`src/common/moxie_macros.svh`:
```
// Moxie execute stage widths and stack layout constants

`ifndef MOXIE_MACROS_SVH
`define MOXIE_MACROS_SVH

// Data and address width in bits
`define MOXIE_XLEN 32

// Register file index width
`define MOXIE_REG_IDX_W 4

// Decoded opcode width
`define MOXIE_OP_W 6

// Register index of the stack pointer ($sp)
// $fp sits at index 0 and is never a write-back target
`define MOXIE_SP_INDEX 1

// A JSR instruction is six bytes long
// The return address is the byte right after it
`define MOXIE_RET_OFFSET 6

// Size of one stack word in bytes
// A call frame holds two words, the return address and the saved $fp
`define MOXIE_WORD_BYTES 4

`endif

```
`src/common/moxie_pkg.sv`:
```
// Moxie execute stage package with opcodes, step codes and stage payloads

`include "moxie_macros.svh"

package moxie_pkg;

  // Decoded opcodes handled by the execute stage
  // Any code not listed here executes as NOP
  typedef enum logic [`MOXIE_OP_W-1:0] {
    OP_NOP  = 6'h00,
    OP_LDI  = 6'h01,
    OP_MOV  = 6'h02,
    OP_RET  = 6'h04,
    OP_ADD  = 6'h05,
    OP_PUSH = 6'h06,
    OP_POP  = 6'h07,
    OP_LDA  = 6'h08,
    OP_STA  = 6'h09,
    OP_JSR  = 6'h19,
    OP_JMPA = 6'h1a,
    OP_JMP  = 6'h25,
    OP_AND  = 6'h26,
    OP_SUB  = 6'h29,
    OP_OR   = 6'h2b,
    OP_XOR  = 6'h2e,
    OP_INC  = 6'h30,
    OP_DEC  = 6'h31
  } exec_op_e;

  // What the stage issues in the current cycle
  typedef enum logic [1:0] {
    STEP_IDLE   = 2'd0,
    STEP_NORMAL = 2'd1,
    STEP_JSR2   = 2'd2,
    STEP_RET2   = 2'd3
  } seq_step_e;

  // One decoded instruction with its operands
  typedef struct packed {
    exec_op_e                    op;
    logic [`MOXIE_XLEN-1:0]      operand;
    logic [`MOXIE_XLEN-1:0]      reg_a;
    logic [`MOXIE_XLEN-1:0]      reg_b;
    logic [`MOXIE_REG_IDX_W-1:0] wr_idx;
    logic [`MOXIE_XLEN-1:0]      pc;
    logic [`MOXIE_XLEN-1:0]      sp;
    logic [`MOXIE_XLEN-1:0]      fp;
  } exec_in_t;

  // Register write-back request
  typedef struct packed {
    logic                        en;
    logic [`MOXIE_REG_IDX_W-1:0] idx;
    logic [`MOXIE_XLEN-1:0]      data;
  } reg_wr_t;

  // Memory request, at most one of rd and wr is set
  typedef struct packed {
    logic                   rd;
    logic                   wr;
    logic [`MOXIE_XLEN-1:0] addr;
    logic [`MOXIE_XLEN-1:0] wdata;
  } mem_req_t;

  // Branch request towards fetch
  typedef struct packed {
    logic                   valid;
    logic [`MOXIE_XLEN-1:0] target;
  } branch_t;

endpackage

```
`src/execute/exec_sequencer.sv`:
```
// Execute sequencer FSM for two-step calls and returns, with stall and branch outputs

`timescale 1ns/1ps

`include "moxie_macros.svh"

module exec_sequencer (
  input  logic                 clk_i,
  input  logic                 rst_i,
  input  logic                 stall_i,
  input  moxie_pkg::exec_in_t  instr_i,
  output moxie_pkg::seq_step_e step_o,
  output logic                 stall_o,
  output moxie_pkg::branch_t   branch_o
);
  import moxie_pkg::*;

  typedef enum logic [1:0] {
    ST_READY = 2'd0,
    ST_JSR2  = 2'd1,
    ST_RET2  = 2'd2
  } seq_state_e;

  seq_state_e             state_q;
  seq_state_e             state_d;
  logic                   two_step;
  logic                   valid_d;
  logic                   valid_q;
  logic [`MOXIE_XLEN-1:0] target_q;

  // Step decode, an external stall always wins
  always_comb
  begin
    if (stall_i)
      step_o = STEP_IDLE;
    else if (state_q == ST_JSR2)
      step_o = STEP_JSR2;
    else if (state_q == ST_RET2)
      step_o = STEP_RET2;
    else
      step_o = STEP_NORMAL;
  end

  assign two_step = (step_o == STEP_NORMAL) &&
                    (instr_i.op == OP_JSR || instr_i.op == OP_RET);

  always_comb
  begin
    state_d = state_q;
    if (step_o == STEP_NORMAL && instr_i.op == OP_JSR)
      state_d = ST_JSR2;
    else if (step_o == STEP_NORMAL && instr_i.op == OP_RET)
      state_d = ST_RET2;
    else if (step_o == STEP_JSR2 || step_o == STEP_RET2)
      state_d = ST_READY;
  end

  // Second step of JSR carries the call target
  assign valid_d = (step_o == STEP_JSR2) ||
                   (step_o == STEP_NORMAL && (instr_i.op == OP_JMP || instr_i.op == OP_JMPA));

  always_ff @(posedge clk_i or posedge rst_i)
  begin
    if (rst_i)
    begin
      state_q <= ST_READY;
      stall_o <= 1'b0;
      valid_q <= 1'b0;
    end
    else
    begin
      state_q <= state_d;
      // Keep upstream holding while a second step waits out a stall
      stall_o <= two_step || (stall_i && state_q != ST_READY);
      valid_q <= valid_d;
    end
  end

  always_ff @(posedge clk_i)
  begin
    target_q <= (instr_i.op == OP_JMP) ? instr_i.reg_a : instr_i.operand;
  end

  assign branch_o.valid  = valid_q;
  assign branch_o.target = target_q;

  // Second steps retire in one cycle unless stalled
  a_second_step_done: assert property (
    @(posedge clk_i) disable iff (rst_i)
    (state_q != ST_READY && !stall_i) |=> (state_q == ST_READY));

  // Upstream is only held for a single extra cycle per call or return
  a_stall_one_cycle: assert property (
    @(posedge clk_i) disable iff (rst_i)
    (stall_o && !stall_i) |=> !stall_o);

endmodule

```
`src/execute/exec_alu.sv`:
```
// Execute ALU producing the registered register write-back request

`timescale 1ns/1ps

`include "moxie_macros.svh"

module exec_alu (
  input  logic                 clk_i,
  input  logic                 rst_i,
  input  moxie_pkg::exec_in_t  instr_i,
  input  moxie_pkg::seq_step_e step_i,
  output moxie_pkg::reg_wr_t   reg_wr_o
);
  import moxie_pkg::*;

  localparam logic [`MOXIE_XLEN-1:0] WORD  = `MOXIE_WORD_BYTES;
  localparam logic [`MOXIE_XLEN-1:0] FRAME = 2 * `MOXIE_WORD_BYTES;
  localparam logic [`MOXIE_REG_IDX_W-1:0] SP_IDX = `MOXIE_SP_INDEX;

  reg_wr_t wr_d;
  logic    en_q;
  logic [`MOXIE_REG_IDX_W-1:0] idx_q;
  logic [`MOXIE_XLEN-1:0]      data_q;

  always_comb
  begin
    wr_d.en   = 1'b0;
    wr_d.idx  = instr_i.wr_idx;
    wr_d.data = instr_i.operand;
    // Second steps and idle cycles write nothing
    if (step_i == STEP_NORMAL)
    begin
      wr_d.en = 1'b1;
      case (instr_i.op)
        OP_ADD:  wr_d.data = instr_i.reg_a + instr_i.reg_b;
        OP_SUB:  wr_d.data = instr_i.reg_a - instr_i.reg_b;
        OP_AND:  wr_d.data = instr_i.reg_a & instr_i.reg_b;
        OP_OR:   wr_d.data = instr_i.reg_a | instr_i.reg_b;
        OP_XOR:  wr_d.data = instr_i.reg_a ^ instr_i.reg_b;
        OP_MOV:  wr_d.data = instr_i.reg_b;
        OP_INC:  wr_d.data = instr_i.reg_a + instr_i.operand;
        OP_DEC:  wr_d.data = instr_i.reg_a - instr_i.operand;
        OP_LDI:  wr_d.data = instr_i.operand;
        // Pointer register update of the stack ops
        OP_PUSH: wr_d.data = instr_i.reg_a - WORD;
        OP_POP:  wr_d.data = instr_i.reg_a + WORD;
        OP_JSR:
        begin
          wr_d.idx  = SP_IDX;
          wr_d.data = instr_i.sp - FRAME;
        end
        OP_RET:
        begin
          wr_d.idx  = SP_IDX;
          wr_d.data = instr_i.sp + FRAME;
        end
        default: wr_d.en = 1'b0;
      endcase
    end
  end

  always_ff @(posedge clk_i or posedge rst_i)
  begin
    if (rst_i)
      en_q <= 1'b0;
    else
      en_q <= wr_d.en;
  end

  always_ff @(posedge clk_i)
  begin
    idx_q  <= wr_d.idx;
    data_q <= wr_d.data;
  end

  assign reg_wr_o.en   = en_q;
  assign reg_wr_o.idx  = idx_q;
  assign reg_wr_o.data = data_q;

  // Decode never targets $fp with a write-back
  a_no_fp_write: assert property (
    @(posedge clk_i) disable iff (rst_i)
    reg_wr_o.en |-> (reg_wr_o.idx != '0));

endmodule

```
`src/execute/exec_mem_gen.sv`:
```
// Memory request generator for loads, stores and the call and return stack frames

`timescale 1ns/1ps

`include "moxie_macros.svh"

module exec_mem_gen (
  input  logic                 clk_i,
  input  logic                 rst_i,
  input  moxie_pkg::exec_in_t  instr_i,
  input  moxie_pkg::seq_step_e step_i,
  output moxie_pkg::mem_req_t  mem_req_o
);
  import moxie_pkg::*;

  localparam logic [`MOXIE_XLEN-1:0] WORD    = `MOXIE_WORD_BYTES;
  localparam logic [`MOXIE_XLEN-1:0] FRAME   = 2 * `MOXIE_WORD_BYTES;
  localparam logic [`MOXIE_XLEN-1:0] RET_OFS = `MOXIE_RET_OFFSET;

  mem_req_t               req_d;
  logic                   rd_q;
  logic                   wr_q;
  logic [`MOXIE_XLEN-1:0] addr_q;
  logic [`MOXIE_XLEN-1:0] wdata_q;

  always_comb
  begin
    req_d.rd    = 1'b0;
    req_d.wr    = 1'b0;
    req_d.addr  = instr_i.operand;
    req_d.wdata = instr_i.reg_a;
    case (step_i)
      STEP_NORMAL:
      begin
        case (instr_i.op)
          OP_LDA:
            req_d.rd = 1'b1;
          OP_STA:
            req_d.wr = 1'b1;
          OP_PUSH:
          begin
            req_d.wr    = 1'b1;
            req_d.addr  = instr_i.reg_a - WORD;
            req_d.wdata = instr_i.reg_b;
          end
          OP_POP:
          begin
            req_d.rd   = 1'b1;
            req_d.addr = instr_i.reg_a;
          end
          // Return address goes to the lower word of the new frame
          OP_JSR:
          begin
            req_d.wr    = 1'b1;
            req_d.addr  = instr_i.sp - FRAME;
            req_d.wdata = instr_i.pc + RET_OFS;
          end
          OP_RET:
          begin
            req_d.rd   = 1'b1;
            req_d.addr = instr_i.sp;
          end
          default: ;
        endcase
      end
      // Saved $fp sits in the upper word of the frame
      STEP_JSR2:
      begin
        req_d.wr    = 1'b1;
        req_d.addr  = instr_i.sp - WORD;
        req_d.wdata = instr_i.fp;
      end
      STEP_RET2:
      begin
        req_d.rd   = 1'b1;
        req_d.addr = instr_i.sp + WORD;
      end
      default: ;
    endcase
  end

  always_ff @(posedge clk_i or posedge rst_i)
  begin
    if (rst_i)
    begin
      rd_q <= 1'b0;
      wr_q <= 1'b0;
    end
    else
    begin
      rd_q <= req_d.rd;
      wr_q <= req_d.wr;
    end
  end

  always_ff @(posedge clk_i)
  begin
    addr_q  <= req_d.addr;
    wdata_q <= req_d.wdata;
  end

  assign mem_req_o.rd    = rd_q;
  assign mem_req_o.wr    = wr_q;
  assign mem_req_o.addr  = addr_q;
  assign mem_req_o.wdata = wdata_q;

  a_rd_wr_excl: assert property (
    @(posedge clk_i) disable iff (rst_i)
    !(mem_req_o.rd && mem_req_o.wr));

endmodule

```
`src/source/moxie_execute.sv`:
```
// Moxie execute stage top level joining sequencer, ALU and memory generator

`timescale 1ns/1ps

`include "moxie_macros.svh"

module moxie_execute (
  input  logic                clk_i,
  input  logic                rst_i,
  input  logic                stall_i,
  input  moxie_pkg::exec_in_t instr_i,
  output moxie_pkg::reg_wr_t  reg_wr_o,
  output moxie_pkg::mem_req_t mem_req_o,
  output moxie_pkg::branch_t  branch_o,
  output logic                stall_o
);
  import moxie_pkg::*;

  // Shared step code, decided in the same cycle
  seq_step_e step;

  exec_sequencer exec_sequencer_inst (
    .clk_i    (clk_i),
    .rst_i    (rst_i),
    .stall_i  (stall_i),
    .instr_i  (instr_i),
    .step_o   (step),
    .stall_o  (stall_o),
    .branch_o (branch_o)
  );

  exec_alu exec_alu_inst (
    .clk_i    (clk_i),
    .rst_i    (rst_i),
    .instr_i  (instr_i),
    .step_i   (step),
    .reg_wr_o (reg_wr_o)
  );

  exec_mem_gen exec_mem_gen_inst (
    .clk_i     (clk_i),
    .rst_i     (rst_i),
    .instr_i   (instr_i),
    .step_i    (step),
    .mem_req_o (mem_req_o)
  );

endmodule

```
`config.mk`:
```
export PLATFORM = sky130hd
export DESIGN_NAME = moxie_execute
export DESIGN_NICKNAME = d
export VERILOG_FILES = /design/src/common/moxie_pkg.sv /design/src/execute/exec_sequencer.sv /design/src/execute/exec_alu.sv /design/src/execute/exec_mem_gen.sv /design/src/source/moxie_execute.sv
export VERILOG_INCLUDE_DIRS = /design/src /design/src/common
export SDC_FILE = /design/constraint.sdc
export NUM_CORES = 1
export LEC_CHECK = 0
export BUFFER_PORTS_ARGS = -buffer_cell sky130_fd_sc_hd__buf_4
export CAP_MARGIN = 10
export CELL_PAD_IN_SITES_DETAIL_PLACEMENT = 0
export CELL_PAD_IN_SITES_GLOBAL_PLACEMENT = 1
export CORE_AREA = 8 8 210 212
export CTS_CLUSTER_SIZE = 8
export DETAILED_ROUTE_END_ITERATION = 6
export DIE_AREA = 0 0 218 220
export PLACE_DENSITY_LB_ADDON = 0.2
export REMOVE_ABC_BUFFERS = 1
export SLEW_MARGIN = 0
export SYNTH_ARGS = -nofsm -noshare
export SYNTH_HDL_FRONTEND = slang
export SYNTH_SLANG_ARGS = --single-unit
```
`constraint.sdc`:
```
create_clock -name clk_i -period 4.6 [get_ports clk_i]
set_input_delay 0.23 -clock clk_i [delete_from_list [all_inputs] [get_ports clk_i]]
set_output_delay 0.23 -clock clk_i [all_outputs]
set_load 0.1 [all_outputs]
```
After elaboration in Yosys (flattened, before gate mapping)
Cells that the tools add are included.
{ "word_totals": {"register_bits": 139, "latchBits": 0, "mem_bits_rw": 0, "rom_bits": 0, "inputBits": 205, "output_inout_bits": 137, "wordCells": 82, "mem_count": 0} }
{ "classes": {"n_addsub": 11, "multipliers": 0, "div": 0, "magnitude_cmp": 0, "eq_ne": 22, "shifts": 0, "n_mux": 19, "n_bitwise": 3, "reduce_logical": 16} }
{ "ops": {"columns": ["operator", "n"], "rows": [
  ["$pmux 32 s12", 1],
  ["$pmux 32 s2", 2],
  ["$pmux 32 s4", 1],
  ["$add 32x3->32 const B", 3],
  ["$pmux 32 s3", 1],
  ["$add 32x32->32", 2],
  ["$sub 32x3->32 const B", 2],
  ["$sub 32x32->32", 2],
  ["$eq 6x6->1 const B", 7],
  ["$mux 37", 1],
  ["$add 32x4->32 const B", 1],
  ["$and 32x32->32", 1],
  ["$mux 32", 1],
  ["$or 32x32->32", 1],
  ["$sub 32x4->32 const B", 1],
  ["$xor 32x32->32", 1],
  ["$eq 6x3->1 const B", 4],
  ["$reduce_or 13->1", 1],
  ["$eq 6x4->1 const B", 2],
  ["$eq 6x5->1 const B", 2],
  ["$mux 2", 6],
  ["$eq 2x2->1 const B", 3],
  ["$eq 6x1->1 const B", 1],
  ["$eq 6x2->1 const B", 1],
  ["10 further kinds", 23]
]} }

Depth between registers and ports, before layout
{ "logic_depth": {"word_depth": 9, "depth_mapped": 21, "depth_no_buf": 20} }

Cells and area by module
From an unflattened synthesis, not the netlist that was laid out.
{ "unflattened": {"hier_cells": 2459, "area_unflattened_um2": 18004.8} }
{ "by_module_without_submodules": {"columns": ["module", "n_inst", "cells_per_inst", "area_each_um2", "seq_area_each_um2"], "rows": [
  ["exec_alu", 1, 1348, 9536.6, 745.7],
  ["exec_mem_gen", 1, 1012, 7008.0, 1331.3],
  ["exec_sequencer", 1, 99, 1460.2, 740.7]
]} }

Least setup slack after synthesis
OpenSTA, ideal clock, no wires.
{ "synth_path": {"path_type": "input port to flip-flop", "from": "input port instr_i[115] (netlist name)", "to": "register exec_alu_inst.data_q[31]", "setup_ps": 130, "arrival_time_ps": 4298, "t_required_ps": 4470, "path_slack_ps": 172, "path_stages": 19, "n_path_buf": 2, "cell_sequence": "clkbuf_1 or4_1 or4_4 or4_2 nor3_2 nand3_1 o21ai_0 o22ai_1 a21oi_1 ha_1 clkbuf_1 a21o_1 a21o_1 a21oi_1 and3_1 o311ai_0 and3_1 o21ai_1 a31oi_1"} }
{ "synth_lines": {"columns": ["element", "line_no", "text"], "rows": [
  ["start, declared", "moxie_execute.sv:11", "input moxie_pkg::exec_in_t instr_i,"],
  ["end signal, assigned", "exec_alu.sv:73", "data_q <= wr_d.data;"],
  ["end, declared", "exec_alu.sv:23", "logic [`MOXIE_XLEN-1:0] data_q;"]
]} }

==> results.sh <==
export IMPL_cts_tree="yes"
export IMPL_cap_violations=0
export IMPL_irDropWorstVdd_v=0.000511
export IMPL_grt_max_degree=52
export IMPL_vias_per_cell=6.32
export IMPL_cpMaxStageDelayCell="dlygate4sd3_1"
export IMPL_synthCells=2265
export IMPL_clockBufferDepth=2
export IMPL_period_share=0.936
export IMPL_cp_arrival_ns=4.69
export IMPL_finalHoldViolCount=0
export IMPL_endpoint_kind="flip-flop"
export IMPL_grt_busiest_layer="met2"
export IMPL_layout_commonest_cell="buf_4"
export IMPL_report_final_slew_viol_count=0
export IMPL_crit_family="compound AO/OA/AOI/OAI gates"
export IMPL_status="complete, no violations"
export IMPL_yosys_register_bits=139
export IMPL_die_w_um=218
export IMPL_p_switching_uw=5030
export IMPL_finalWeightedCongestion=0.975
export IMPL_fill_cells=3993
export IMPL_fin_skew_ns=0.0117
export IMPL_drive_gt1_frac=0.227
export IMPL_synth_avg_cell_area_um2=7.08
export IMPL_start_util=0.395
export IMPL_cts_setup_buffers=0
export IMPL_final_cell_mix="buf_4, nand2_1, nor2_1, a21oi_1, o21ai_0"
export IMPL_grt_pass1_wl_mm=130
export IMPL_portBuffers=341
export IMPL_use_met1=0.433
export IMPL_wirelength_mm=89.9
export IMPL_die_h_um=220
export IMPL_globalRouteTotalUtil=0.364
export IMPL_fin_util=0.526
export IMPL_antenna_found_initial=10
export IMPL_crit_fanout=6
export IMPL_power_frac_clock=0.168
export IMPL_clkLatencyLatePin_ns=0.50
export IMPL_setup_tns_ns=0
export IMPL_hold_class="in -> reg"
export IMPL_p_total_uw=8980
export IMPL_critical_path_startpoint="instr_i[172]"
export IMPL_relSlewSlack=0.209
export IMPL_pin_count=342
export IMPL_crit_top_cell="buf_4"
export IMPL_rsz0062_at_grt="no"
export IMPL_final_antenna_net_count=0
export IMPL_p_per_area_nw_per_um2=421
export IMPL_max_freq_ghz=0.232
export IMPL_holdCritStartpoint="instr_i[5]"
export IMPL_drt_initial_drc_count=2472
export IMPL_p_comb_frac=0.650
export IMPL_path_buf_inv=5
export IMPL_cp_required_ns=4.99
export IMPL_wire_per_inst_um=27.7
export IMPL_clkTransAtPathRegs_ns=0.07
export IMPL_core_um2=40600
export IMPL_cts_root_buf="clkbuf_16"
export IMPL_p_leak_uw=0.00909
export IMPL_ff2ff_setup_slack_ns=0.40
export IMPL_vias=20519
export IMPL_crit_chain="dlygate4sd3_1, buf_4, nor4_1, buf_4, and2_1, buf_4, and2_1, a21oi_1, xnor2_1, nand2_1, o21ai_0, ha_1, a21o_1, a21oi_1, o21ai_0, and3_1, a221oi_1, buf_4, o21ai_0, xnor2_1, a2111oi_0, nor2_1"
export IMPL_fin_crit_ns=4.31
export IMPL_met2_usage=0.577
export IMPL_ys_types=80
export IMPL_synth_async_reset_ratio=0.0504
export IMPL_worstMarginPinSlew_ns=1.19
export IMPL_netlist_area_um2=16000
export IMPL_drc=0
export IMPL_area_delta_synth_final_pct=33.0
export IMPL_intPower_uw=3940
export IMPL_hpwl_mm=67.9
export IMPL_switching_share=0.561
export IMPL_drtPass1Iterations=6
export IMPL_r2r_start="exec_sequencer_inst.state_q[0]"
export IMPL_synth_ff_type="dfxtp_1"
export IMPL_synth_warnings=0
export IMPL_startpoint_type="primary input"
export IMPL_setup_violations=0
export IMPL_cts_max_level=4
export IMPL_first_global_vias=20242
export IMPL_nets=3037
export IMPL_seqPwrFrac=0.182
export IMPL_holdWs_ns=0.0280
export IMPL_clkSinkCount=139
export IMPL_cts_buffers=17
export IMPL_dieArea_um2=48000
export IMPL_grt_use_met3=0.0945
export IMPL_crit_type="in -> reg"
export IMPL_synth_edff_count=0
export IMPL_ys_seq_area_frac=0.176
export IMPL_overflow=0
export IMPL_slowest_delay_ns=0.54
export IMPL_placementRows=74
-- Yosys cell counts (5+ instances only) --
library cell / n / share of area
a221oi_1: 68 / 0.037
nand3b_1: 5 / 0.0023
or3_1: 25 / 0.0098
a2111oi_0: 11 / 0.0060
a222oi_1: 11 / 0.0069
or2_2: 10 / 0.0039
dfrtp_1: 7 / 0.011
nand2b_1: 21 / 0.0082
inv_1: 106 / 0.025
or4_1: 13 / 0.0061
nor3_1: 65 / 0.020
a211oi_1: 15 / 0.0070
xnor2_1: 142 / 0.078
nand4_1: 19 / 0.0074
dfxtp_1: 132 / 0.16
o21ai_0: 161 / 0.050
o211ai_1: 12 / 0.0056
a22o_1: 5 / 0.0027
nor4_1: 26 / 0.010
and4_1: 7 / 0.0038
ha_1: 136 / 0.11
a21oi_1: 173 / 0.054
o2111ai_1: 22 / 0.012
and3_1: 34 / 0.013
a221o_1: 16 / 0.010
clkbuf_1: 155 / 0.036
a22oi_1: 59 / 0.028
o31ai_1: 8 / 0.0037
o22ai_1: 46 / 0.018
o221ai_1: 15 / 0.0082
and2_1: 11 / 0.0043
o21a_1: 10 / 0.0047
nor2_1: 198 / 0.046
nor2b_1: 10 / 0.0039
nor4b_1: 5 / 0.0027
xor2_1: 66 / 0.036
a21o_1: 31 / 0.015
nand3_1: 75 / 0.023
nand2_1: 208 / 0.049
buf_1: 14 / 0.0033
a31oi_1: 35 / 0.014
a2bb2oi_1: 6 / 0.0033
-- final timing paths --
kind / depth (start not counted) / endpoint
max: 22 / exec_alu_inst.data_q[22]
min: 3 / exec_mem_gen_inst.wdata_q[5]
max reg2reg: 18 / exec_mem_gen_inst.addr_q[31]
min reg2reg: 2 / exec_sequencer_inst.state_q[0]
max in group asynchronous: 3 / exec_mem_gen_inst.wr_q
min in group asynchronous: 3 / exec_sequencer_inst.state_q[0]
-- layer usage --
metal  up-vias  wire [µm]
met3       271       9030
li1       9216          -
met5         -         40
met2      1260      40200
met4         6       5810
met1      9766      34800
-- final cells by class --
| cell class | count | area [µm²] | area share |
|---|---|---|---|
| timing repair buffer | 585 | 4610 | 0.216 |
| tap | 532 | 666 | 0.0312 |
| clock buffer | 20 | 467 | 0.0219 |
| multi-input combinational | 1839 | 12200 | 0.572 |
| inverter | 112 | 420 | 0.0197 |
| sequential | 139 | 2820 | 0.132 |
| clock inverter | 12 | 139 | 0.00651 |
| antenna | 6 | 15.0 | 0.000704 |
-- registers in the layout, summed over array words and instances (netlist names) --
signal and flops:
exec_alu_inst.data_q 32, exec_mem_gen_inst.addr_q 32, exec_mem_gen_inst.wdata_q 32, exec_sequencer_inst.target_q 32
exec_alu_inst.idx_q 4, exec_sequencer_inst.state_q 2, exec_alu_inst.en_q 1, exec_mem_gen_inst.rd_q 1
exec_mem_gen_inst.wr_q 1, exec_sequencer_inst.stall_o 1, exec_sequencer_inst.valid_q 1
-- worst register-to-register path, delay by kind of cell (launching register included) --
kind,cells,cell delay [ns]
compound gates,6,1.85
fa+ha+maj,3,0.74
buf+inv,5,0.57
simple gates,3,0.41
flops,1,0.37
mux,1,0.19
-- power by group through the flow --
stage	clock, µW	combinational, µW	sequential [µW]
global placement	0	5700	1650
CTS	1530	5770	1630
detailed placement	0	5720	1650
global route	1570	6090	1660
finish	1510	5840	1630
floorplan	0	1600	3870
-- repair_timing --
action,in CTS,in global routing
hold buffers,42,0
setup endpoints to repair,0,5
hold endpoints to repair,51,0
resized for setup,0,3
-- kinds of logic after synthesis --
family,Yosys count,share of synthesized area
simple gates,752,0.227
flops,139,0.176
fa+ha+maj,138,0.109
compound gates,735,0.302
buf+inv,287,0.0687
mux,5,0.00328
xor+xnor,209,0.115
-- stage by stage --
stage / worst slack (ns) / instances / cell area, µm²
2_1_floorplan: -0.998 / 2090 / 15300
3_3_place_gp: -0.0456 / 3165 / 20300
3_5_place_dp: -0.0738 / 3165 / 20300
4_1_cts: 0.332 / 3239 / 21300
5_1_grt: 0.0116 / 3245 / 21300
6_report: 0.294 / 3245 / 21300
Power figures use the tool's default switching activity.
